**src/hdl/mem_pkg.sv**
```systemverilog
package mem_pkg;

    localparam int TLB_ENTRIES = 4;

    typedef logic [31:0] addr_t;
    typedef logic [31:0] word_t;
    typedef logic [$clog2(TLB_ENTRIES)-1:0] tlb_idx_t;

    typedef enum logic [1:0] {
        EXC_NONE        = 2'd0,
        EXC_TLB_MISS    = 2'd1,
        EXC_TLB_INVALID = 2'd2,
        EXC_TLB_MOD     = 2'd3  // store to a clean page
    } exc_t;

    // core side request, by virtual address
    typedef struct packed {
        addr_t       vaddr;
        word_t       wdata;
        logic [3:0]  byteen;
        logic        write;
    } mem_req_t;

    // after translation, queued towards the bus
    typedef struct packed {
        addr_t       paddr;
        word_t       wdata;
        logic [3:0]  byteen;
        logic        write;
        exc_t        exc;     // nonzero items never reach the bus
    } xlat_req_t;

    typedef struct packed {
        word_t       rdata;
        exc_t        exc;
        logic        bus_err;
    } mem_rsp_t;

    typedef struct packed {
        logic [19:0] vpn;
        logic [19:0] pfn;
        logic        valid;
        logic        dirty;   // page writable
    } tlb_entry_t;

endpackage

```
**src/hdl/axi_master.sv**
```systemverilog
`timescale 1ns/10ps

module axi_master import mem_pkg::*; (
    input  logic        aclk,
    input  logic        rst_n_i,
    input  logic        req_valid_i,
    input  xlat_req_t   req_i,
    output logic        req_pop_o,
    output logic        rsp_valid_o,
    output mem_rsp_t    rsp_o,

    output addr_t       araddr_o,
    output logic        arvalid_o,
    input  logic        arready_i,
    input  word_t       rdata_i,
    input  logic [1:0]  rresp_i,
    input  logic        rvalid_i,
    output logic        rready_o,

    output addr_t       awaddr_o,
    output logic        awvalid_o,
    input  logic        awready_i,
    output word_t       wdata_o,
    output logic [3:0]  wstrb_o,
    output logic        wvalid_o,
    input  logic        wready_i,
    input  logic [1:0]  bresp_i,
    input  logic        bvalid_i,
    output logic        bready_o
);

    typedef enum logic [2:0] {
        IDLE,
        READ_ADDR,
        READ_DATA,
        WRITE_REQ,
        WRITE_RESP,
        DONE
    } state_e;

    state_e   state_q;
    logic     aw_pend_q;
    logic     w_pend_q;
    logic     aw_done;
    logic     w_done;
    mem_rsp_t rsp_q;

    // aw and w may complete in either order
    assign aw_done = !aw_pend_q || awready_i;
    assign w_done  = !w_pend_q || wready_i;

    always_ff @(posedge aclk) begin
        if (!rst_n_i) begin
            state_q   <= IDLE;
            aw_pend_q <= 1'b0;
            w_pend_q  <= 1'b0;
        end else begin
            case (state_q)
                IDLE: begin
                    if (req_valid_i) begin
                        if (req_i.exc != EXC_NONE) begin
                            state_q <= DONE;
                        end else if (req_i.write) begin
                            state_q   <= WRITE_REQ;
                            aw_pend_q <= 1'b1;
                            w_pend_q  <= 1'b1;
                        end else begin
                            state_q <= READ_ADDR;
                        end
                    end
                end
                READ_ADDR:  if (arready_i) state_q <= READ_DATA;
                READ_DATA:  if (rvalid_i) state_q <= DONE;
                WRITE_REQ: begin
                    if (awready_i) aw_pend_q <= 1'b0;
                    if (wready_i) w_pend_q <= 1'b0;
                    if (aw_done && w_done) state_q <= WRITE_RESP;
                end
                WRITE_RESP: if (bvalid_i) state_q <= DONE;
                DONE:       state_q <= IDLE;  // head popped here
                default:    state_q <= IDLE;
            endcase
        end
    end

    always_ff @(posedge aclk) begin
        if (state_q == IDLE && req_valid_i) begin
            rsp_q.rdata   <= '0;
            rsp_q.exc     <= req_i.exc;
            rsp_q.bus_err <= 1'b0;
        end else if (state_q == READ_DATA && rvalid_i) begin
            rsp_q.rdata   <= rdata_i;
            rsp_q.bus_err <= (rresp_i != 2'b00);
        end else if (state_q == WRITE_RESP && bvalid_i) begin
            rsp_q.bus_err <= (bresp_i != 2'b00);
        end
    end

    // fifo head stays put until popped, so the bus fields come from it
    assign araddr_o  = req_i.paddr;
    assign awaddr_o  = req_i.paddr;
    assign wdata_o   = req_i.wdata;
    assign wstrb_o   = req_i.byteen;
    assign arvalid_o = (state_q == READ_ADDR);
    assign rready_o  = (state_q == READ_DATA);
    assign awvalid_o = aw_pend_q;
    assign wvalid_o  = w_pend_q;
    assign bready_o  = (state_q == WRITE_RESP);

    assign req_pop_o   = (state_q == DONE);
    assign rsp_valid_o = (state_q == DONE);
    assign rsp_o       = rsp_q;

endmodule

```
**src/hdl/mem_subsys_top.sv**
```systemverilog
`timescale 1ns/10ps

module mem_subsys_top import mem_pkg::*; #(
    parameter int RESET_HOLD = 16,
    parameter int FIFO_DEPTH = 4
) (
    input  logic        aclk,
    input  logic        aresetn,

    input  logic        req_valid_i,
    input  mem_req_t    req_i,
    output logic        req_ready_o,
    output logic        rsp_valid_o,
    output mem_rsp_t    rsp_o,

    input  logic        tlb_we_i,
    input  tlb_idx_t    tlb_idx_i,
    input  tlb_entry_t  tlb_entry_i,

    output addr_t       araddr_o,
    output logic        arvalid_o,
    input  logic        arready_i,
    input  word_t       rdata_i,
    input  logic [1:0]  rresp_i,
    input  logic        rvalid_i,
    output logic        rready_o,

    output addr_t       awaddr_o,
    output logic        awvalid_o,
    input  logic        awready_i,
    output word_t       wdata_o,
    output logic [3:0]  wstrb_o,
    output logic        wvalid_o,
    input  logic        wready_i,
    input  logic [1:0]  bresp_i,
    input  logic        bvalid_i,
    output logic        bready_o
);

    logic      rst_n;
    logic      xlat_valid;
    xlat_req_t xlat;
    logic      xlat_ready;
    logic      fifo_valid;
    xlat_req_t fifo_req;
    logic      fifo_pop;

    reset_stretch #(
        .RESET_HOLD(RESET_HOLD)
    ) u_reset_stretch (
        .aclk    (aclk),
        .aresetn (aresetn),
        .rst_n_o (rst_n)
    );

    tlb_lookup u_tlb_lookup (
        .aclk         (aclk),
        .rst_n_i      (rst_n),
        .tlb_we_i     (tlb_we_i),
        .tlb_idx_i    (tlb_idx_i),
        .tlb_entry_i  (tlb_entry_i),
        .req_valid_i  (req_valid_i),
        .req_i        (req_i),
        .req_ready_o  (req_ready_o),
        .xlat_valid_o (xlat_valid),
        .xlat_o       (xlat),
        .xlat_ready_i (xlat_ready)
    );

    req_fifo #(
        .FIFO_DEPTH(FIFO_DEPTH)
    ) u_req_fifo (
        .aclk         (aclk),
        .rst_n_i      (rst_n),
        .push_valid_i (xlat_valid),
        .push_i       (xlat),
        .push_ready_o (xlat_ready),
        .pop_valid_o  (fifo_valid),
        .pop_o        (fifo_req),
        .pop_i        (fifo_pop)
    );

    axi_master u_axi_master (
        .aclk        (aclk),
        .rst_n_i     (rst_n),
        .req_valid_i (fifo_valid),
        .req_i       (fifo_req),
        .req_pop_o   (fifo_pop),
        .rsp_valid_o (rsp_valid_o),
        .rsp_o       (rsp_o),
        .araddr_o    (araddr_o),
        .arvalid_o   (arvalid_o),
        .arready_i   (arready_i),
        .rdata_i     (rdata_i),
        .rresp_i     (rresp_i),
        .rvalid_i    (rvalid_i),
        .rready_o    (rready_o),
        .awaddr_o    (awaddr_o),
        .awvalid_o   (awvalid_o),
        .awready_i   (awready_i),
        .wdata_o     (wdata_o),
        .wstrb_o     (wstrb_o),
        .wvalid_o    (wvalid_o),
        .wready_i    (wready_i),
        .bresp_i     (bresp_i),
        .bvalid_i    (bvalid_i),
        .bready_o    (bready_o)
    );

endmodule

```
**src/hdl/req_fifo.sv**
```systemverilog
`timescale 1ns/10ps

module req_fifo import mem_pkg::*; #(
    parameter int FIFO_DEPTH = 4
) (
    input  logic      aclk,
    input  logic      rst_n_i,
    input  logic      push_valid_i,
    input  xlat_req_t push_i,
    output logic      push_ready_o,
    output logic      pop_valid_o,
    output xlat_req_t pop_o,
    input  logic      pop_i
);

    localparam int PTR_W = (FIFO_DEPTH > 1) ? $clog2(FIFO_DEPTH) : 1;
    localparam int CNT_W = $clog2(FIFO_DEPTH + 1);

    xlat_req_t        mem_q [FIFO_DEPTH];
    logic [PTR_W-1:0] wr_ptr_q;
    logic [PTR_W-1:0] rd_ptr_q;
    logic [CNT_W-1:0] count_q;
    logic             push;
    logic             pop;

    assign push_ready_o = (count_q != CNT_W'(FIFO_DEPTH));
    assign pop_valid_o  = (count_q != '0);
    assign pop_o        = mem_q[rd_ptr_q];

    assign push = push_valid_i && push_ready_o;
    assign pop  = pop_i && pop_valid_o;

    always_ff @(posedge aclk) begin
        if (!rst_n_i) begin
            wr_ptr_q <= '0;
            rd_ptr_q <= '0;
            count_q  <= '0;
        end else begin
            if (push) begin
                // wrap explicitly, depth need not be a power of two
                wr_ptr_q <= (wr_ptr_q == PTR_W'(FIFO_DEPTH - 1)) ? '0 : wr_ptr_q + 1'b1;
            end
            if (pop) begin
                rd_ptr_q <= (rd_ptr_q == PTR_W'(FIFO_DEPTH - 1)) ? '0 : rd_ptr_q + 1'b1;
            end
            if (push && !pop) begin
                count_q <= count_q + 1'b1;
            end else if (pop && !push) begin
                count_q <= count_q - 1'b1;
            end
        end
    end

    always_ff @(posedge aclk) begin
        if (push) begin
            mem_q[wr_ptr_q] <= push_i;
        end
    end

endmodule

```
**src/hdl/reset_stretch.sv**
```systemverilog
`timescale 1ns/10ps

module reset_stretch #(
    parameter int RESET_HOLD = 16
) (
    input  logic aclk,
    input  logic aresetn,
    output logic rst_n_o
);

    localparam int CNT_W = $clog2(RESET_HOLD + 1);

    logic [CNT_W-1:0] hold_cnt_q;

    always_ff @(posedge aclk) begin
        if (!aresetn) begin
            hold_cnt_q <= '0;
            rst_n_o    <= 1'b0;
        end else if (hold_cnt_q == CNT_W'(RESET_HOLD)) begin
            rst_n_o <= 1'b1;  // count saturates here
        end else begin
            hold_cnt_q <= hold_cnt_q + 1'b1;
        end
    end

endmodule

```
**src/hdl/tlb_lookup.sv**
```systemverilog
`timescale 1ns/10ps

module tlb_lookup import mem_pkg::*; (
    input  logic       aclk,
    input  logic       rst_n_i,
    input  logic       tlb_we_i,
    input  tlb_idx_t   tlb_idx_i,
    input  tlb_entry_t tlb_entry_i,
    input  logic       req_valid_i,
    input  mem_req_t   req_i,
    output logic       req_ready_o,
    output logic       xlat_valid_o,
    output xlat_req_t  xlat_o,
    input  logic       xlat_ready_i
);

    tlb_entry_t tlb_q [TLB_ENTRIES];
    tlb_entry_t hit_entry;
    logic       hit;
    logic       unmapped;
    logic       run_q;      // set one cycle after reset leaves
    logic       xlat_valid_q;
    xlat_req_t  xlat_q;
    xlat_req_t  xlat_d;
    logic       accept;

    // fully associative match on the page number
    always_comb begin
        hit       = 1'b0;
        hit_entry = '0;
        for (int i = 0; i < TLB_ENTRIES; i++) begin
            if (tlb_q[i].vpn == req_i.vaddr[31:12]) begin
                hit       = 1'b1;
                hit_entry = tlb_q[i];
            end
        end
    end

    assign unmapped = (req_i.vaddr[31:30] == 2'b10); // kseg0 / kseg1

    always_comb begin
        xlat_d        = '0;
        xlat_d.wdata  = req_i.wdata;
        xlat_d.byteen = req_i.byteen;
        xlat_d.write  = req_i.write;
        xlat_d.paddr  = {hit_entry.pfn, req_i.vaddr[11:0]};
        if (unmapped) begin
            xlat_d.paddr = {3'b000, req_i.vaddr[28:0]};
            xlat_d.exc   = EXC_NONE;
        end else if (!hit) begin
            xlat_d.exc = EXC_TLB_MISS;
        end else if (!hit_entry.valid) begin
            xlat_d.exc = EXC_TLB_INVALID;
        end else if (req_i.write && !hit_entry.dirty) begin
            xlat_d.exc = EXC_TLB_MOD;
        end else begin
            xlat_d.exc = EXC_NONE;
        end
    end

    assign req_ready_o = run_q && (!xlat_valid_q || xlat_ready_i);
    assign accept      = req_valid_i && req_ready_o;

    always_ff @(posedge aclk) begin
        if (!rst_n_i) begin
            for (int i = 0; i < TLB_ENTRIES; i++) begin
                tlb_q[i] <= '0;
            end
        end else if (tlb_we_i) begin
            tlb_q[tlb_idx_i] <= tlb_entry_i;
        end
    end

    always_ff @(posedge aclk) begin
        if (!rst_n_i) begin
            run_q        <= 1'b0;
            xlat_valid_q <= 1'b0;
        end else begin
            run_q <= 1'b1;
            if (accept) begin
                xlat_valid_q <= 1'b1;
            end else if (xlat_ready_i) begin
                xlat_valid_q <= 1'b0;
            end
        end
    end

    always_ff @(posedge aclk) begin
        if (accept) begin
            xlat_q <= xlat_d;
        end
    end

    assign xlat_valid_o = xlat_valid_q;
    assign xlat_o       = xlat_q;

endmodule

```
**config.mk**
```make
export PLATFORM = sky130hd
export DESIGN_NAME = mem_subsys_top
export DESIGN_NICKNAME = d
export VERILOG_FILES = /design/src/hdl/mem_pkg.sv /design/src/hdl/axi_master.sv /design/src/hdl/mem_subsys_top.sv /design/src/hdl/req_fifo.sv /design/src/hdl/reset_stretch.sv /design/src/hdl/tlb_lookup.sv
export SDC_FILE = /design/constraint.sdc
export NUM_CORES = 1
export LEC_CHECK = 0
export CAP_MARGIN = 20
export CORE_MARGIN = 3
export CORE_UTILIZATION = 47
export DETAILED_ROUTE_END_ITERATION = 6
export DONT_BUFFER_PORTS = 1
export GPL_TIMING_DRIVEN = 0
export PLACE_DENSITY = 0.7
export SYNTH_ARGS = -nofsm -noshare
export SYNTH_HDL_FRONTEND = slang
export SYNTH_SLANG_ARGS = --single-unit
```
**constraint.sdc**
```tcl
create_clock -name aclk -period 7.43 [get_ports aclk]
set_input_delay 0.3715 -clock aclk [delete_from_list [all_inputs] [get_ports aclk]]
set_output_delay 0.3715 -clock aclk [all_outputs]
set_load 0.01 [all_outputs]
```
==> metrics.md <==
| Metric | Value |
|---|---|
| Status | finished, violations left |
| Failing checks | DRC |
| GRT overflow | 0 |
| Fin Setup TNS | 0 ns |
| Sink Count | 580 |
| Total CTS buffers | 60 |
| Top delay family on crit path | buffers and inverters |
| Initial Utilization | 47.9% |
| Final RePlAce weighted congestion | 0.814 |
| DRT Wirelength | 52400 um |
| TritonCTS clock tree | yes |
| Worst slew margin | 33.7% |
| Register bit total from synthesis | 580 |
| Netlist Area Pre-Place | 23500 um2 |
| Vias in the first global route | 13200 |
| VDD IR max | 170 uV |
| Worst Hold Class | in -> reg |
| Synthesized instance count | 1448 |
| Final period utilization | 48.0% |
| Worst slack at placement | 4.38 ns |
| Clock Latency Late Sink | 0.62 ns |
| Worst Tran Pin Value | 0.993 ns |
| Pre-antenna DRT Iters | 7 |
| Nets | 1816 |
| Final setup margin | 3.86 ns |
| Synth Warn # | 0 |
| Setup bufs post-CTS | 0 |
| Syn avg cell area | 16.2 um2 |
| Power per standard cell area | 235 nW/um2 |
| Residual DRC count | 7 |
| Achievable frequency | 0.280 GHz |
| Mapped Nets | 1615 |
| Leak | 10.1 nW |
| RSZ-0062 raised after global routing | no |
| Post-layout min period | 3.57 ns |
| Setup-failing EPs final | 0 |
| Core Box Area | 49200 um2 |
| Multi-input gate area | 5490 um2 |
| Crit-path max cell delay | 0.59 ns |
| Critical path data required time | 7.06 ns |
| Post-Layout Cell Count | 2369 |
| Maximum root-to-sink buffer count | 3 |
| Clk pin slew, worst setup/hold paths | 0.06 ns |
| Placed Cells | 2122 |
| Filler instances | 3775 |
| Crit-path slowest cell | clkbuf_1 |
| Reg area | 16900 um2 |
| Die area | 52800 um2 |
| CTS root buffer | clkbuf_16 |
| Layout area overhead | 18.2% |
| Worst path arrival time | 3.20 ns |
| Global-route wire length before repair | 79600 um |
| Layout cell share with drive strength beyond 1 | 18.8% |
| Synth unique cells | 49 |
| Routed length per placed instance | 22.1 um |
| Via/cell ratio | 5.37 |
| Num rows | 81 |
| Post-route ant nets | 0 |
| Total GRT Usage | 19.8% |
| Crit end category | output pin |
| Register area share after synthesis | 71.7% |
| Final hold violations | 0 |
| Clock skew | 0.0224 ns |
| Element type at the critical path start | flip-flop |
| I/O Pins | 300 |
| Port bufs | 0 |
| Worst-path fanout max | 10 |
| Die H | 230 um |
| Initial antenna violation count | 9 |
| Initial DRC count | 923 |
| Via count | 12700 |
| Cell with the most instances on the worst path | clkbuf_1 |
| Largest net degree at the start of global routing | 54 |
| Max-slew violations | 0 |
| CP Buf/Inv Count | 4 |
| Crit path cell chain | clkbuf_1 -> clkbuf_1 -> clkbuf_1 -> mux4_2 -> buf_4 |
| Final HPWL DP | 34200 um |
| Die X-Extent | 230 um |
| H-tree levels | 2 |
| Max cap viols | 0 |
| Kind of critical path | reg -> out |
[logic make-up after synthesis]
logic type	share of synthesized area, %
DFF	71.7
and+or+nand+nor	9.19
buffers and inverters	5.10
AOI/OAI and AO/OA	3.29
xor gates and xnor gates	3.20
muxes	7.01
adders and majority gates	0.511
[worst reg2reg max path, cell delays in order (launching register included)]
cell and delay [ns]:
dfxtp_1 0.41, buf_2 0.23, nor3b_1 0.59, nand2_1 0.31, nor3_1 0.24, dlygate4sd3_1 0.60
nor3_1 0.05, dlygate4sd3_1 0.54
[where the power goes]
part | internal, W | total, W | switching [W]
Sequential | 0.00351 | 0.00351 | 0.00000159
Clock | 0.00165 | 0.00289 | 0.00123
Combinational | 0.0000707 | 0.000139 | 0.0000682
[metal layers]
metal | wire, um | vias to the layer above | share of wire, % | GRT usage, %
met5 | 45 | - | 0.086 | 0
met4 | 1460 | 6 | 2.8 | 6.57
met3 | 3620 | 109 | 6.9 | 4.08
met2 | 25800 | 490 | 49 | 32.9
met1 | 21500 | 6394 | 41 | 26.2
li1 | - | 5727 | - | -
[metrics by stage]
step | hold WS, ns | utilization [%] | power (W) | area, um2
CTS | 0.0336 | 56.5 | 0.00660 | 27800
global placement | 0.468 | 49.5 | 0.00365 | 24400
finish | 0.0957 | 56.6 | 0.00654 | 27800
global route | 0.0988 | 56.6 | 0.00675 | 27800
detailed placement | 0.470 | 50.0 | 0.00365 | 24600
floorplan | 0.404 | - | 0.00363 | 23500
[cell type report]
type | instances | area share, %
Sequential cell | 580 | 60.7
Multi-Input combinational cell | 671 | 19.7
Clock buffer | 81 | 5.76
Timing Repair Buffer | 139 | 5.42
Buffer | 186 | 4.17
Tap cell | 664 | 2.99
Clock inverter | 32 | 1.08
Inverter | 11 | 0.149
Antenna cell | 5 | 0.0450
[cells in the mapped netlist, drive strengths merged]
master  number  area [um2]
dfxtp       55        1100
clkbuf      53         206
edfxtp     525       15800
a21boi       5        37.5
inv         11        41.3
buf        133         952
o21a         4        30.0
and2       139         871
xnor2       32         280
and3        61         382
a21o         1        7.51
a221o        3        30.0
nand2       76         285
ha           8         100
a21oi       56         280
nor3         9        55.1
a211oi       5        42.5
fa           1        20.0
or3          6        37.5
nand2b       6        37.5
nor3b        3        22.5
nand4        7        43.8
nor4bb       1        10.0
or4          1        7.51
nor4        15         125
mux2i        5        50.1
o221ai       1        8.76
o21ai        3        15.0
mux4        71        1600
a221oi      20         188
nand3        8        45.0
a31oi        1        6.26
nor2        37         146
or2          2        12.5
o31ai       17         128
nor2b       13        81.3
xor2        54         473
[final timing paths]
| kind | from | endpoint | slack [ns] | depth (start not counted) |
|---|---|---|---|---|
| max | flip-flop | wdata_o[20] | 3.86 | 5 |
| min | rvalid_i | u_axi_master.rsp_o[3] | 0.1 | 3 |
| max reg2reg | u_axi_master.state_q[1] | u_axi_master.rsp_o[0] | 4.35 | 7 |
| min reg2reg | u_tlb_lookup.xlat_o[2] | u_req_fifo.mem_q[3][2] | 0.49 | 0 |
[registers in the layout, summed over array words and instances (netlist names), named ones only]
register and count:
u_tlb_lookup.xlat_valid_o 1, u_axi_master.rsp_o 35, u_reset_stretch.rst_n_o 1, u_axi_master.state_q 3, u_req_fifo.mem_q 284, u_req_fifo.rd_ptr_q 2
u_tlb_lookup.run_q 1, u_tlb_lookup.tlb_q 168, u_axi_master.wvalid_o 1, u_req_fifo.wr_ptr_q 2, u_tlb_lookup.xlat_o 71, u_axi_master.awvalid_o 1
u_req_fifo.count_q 3, u_reset_stretch.hold_cnt_q 5
[cell usage in the layout, fill, tap and decap left out, drive strengths merged, types with 2 or more instances in the layout]
cell type / netlist / routed
xor2: 54 / 54
and2: 139 / 139
and3: 61 / 61
ha: 8 / 8
inv: 11 / 13
mux2i: 5 / 5
o21ai: 3 / 3
o21a: 4 / 4
or3: 6 / 6
dfxtp: 55 / 55
a221o: 3 / 3
a211oi: 5 / 5
o31ai: 17 / 17
nor2: 37 / 37
xnor2: 32 / 32
clkinvlp: 0 / 4
a221oi: 20 / 20
nor2b: 13 / 13
dlygate4sd3: 0 / 129
nor3: 9 / 9
nand4: 7 / 7
buf: 133 / 143
a21boi: 5 / 5
or2: 2 / 2
edfxtp: 525 / 525
bufinv: 0 / 4
mux4: 71 / 71
clkbuf: 53 / 134
nor4: 15 / 15
nor3b: 3 / 3
diode: 0 / 5
nand3: 8 / 8
clkinv: 0 / 22
nand2: 76 / 76
a21oi: 56 / 56
nand2b: 6 / 6
[repair_timing]
action | CTS | global route
hold buffers | 129 | 0
resized for setup | 0 | 0
endpoints found under the hold margin | 258 | 0
Note: power is estimated with default switching activity, not from simulation.
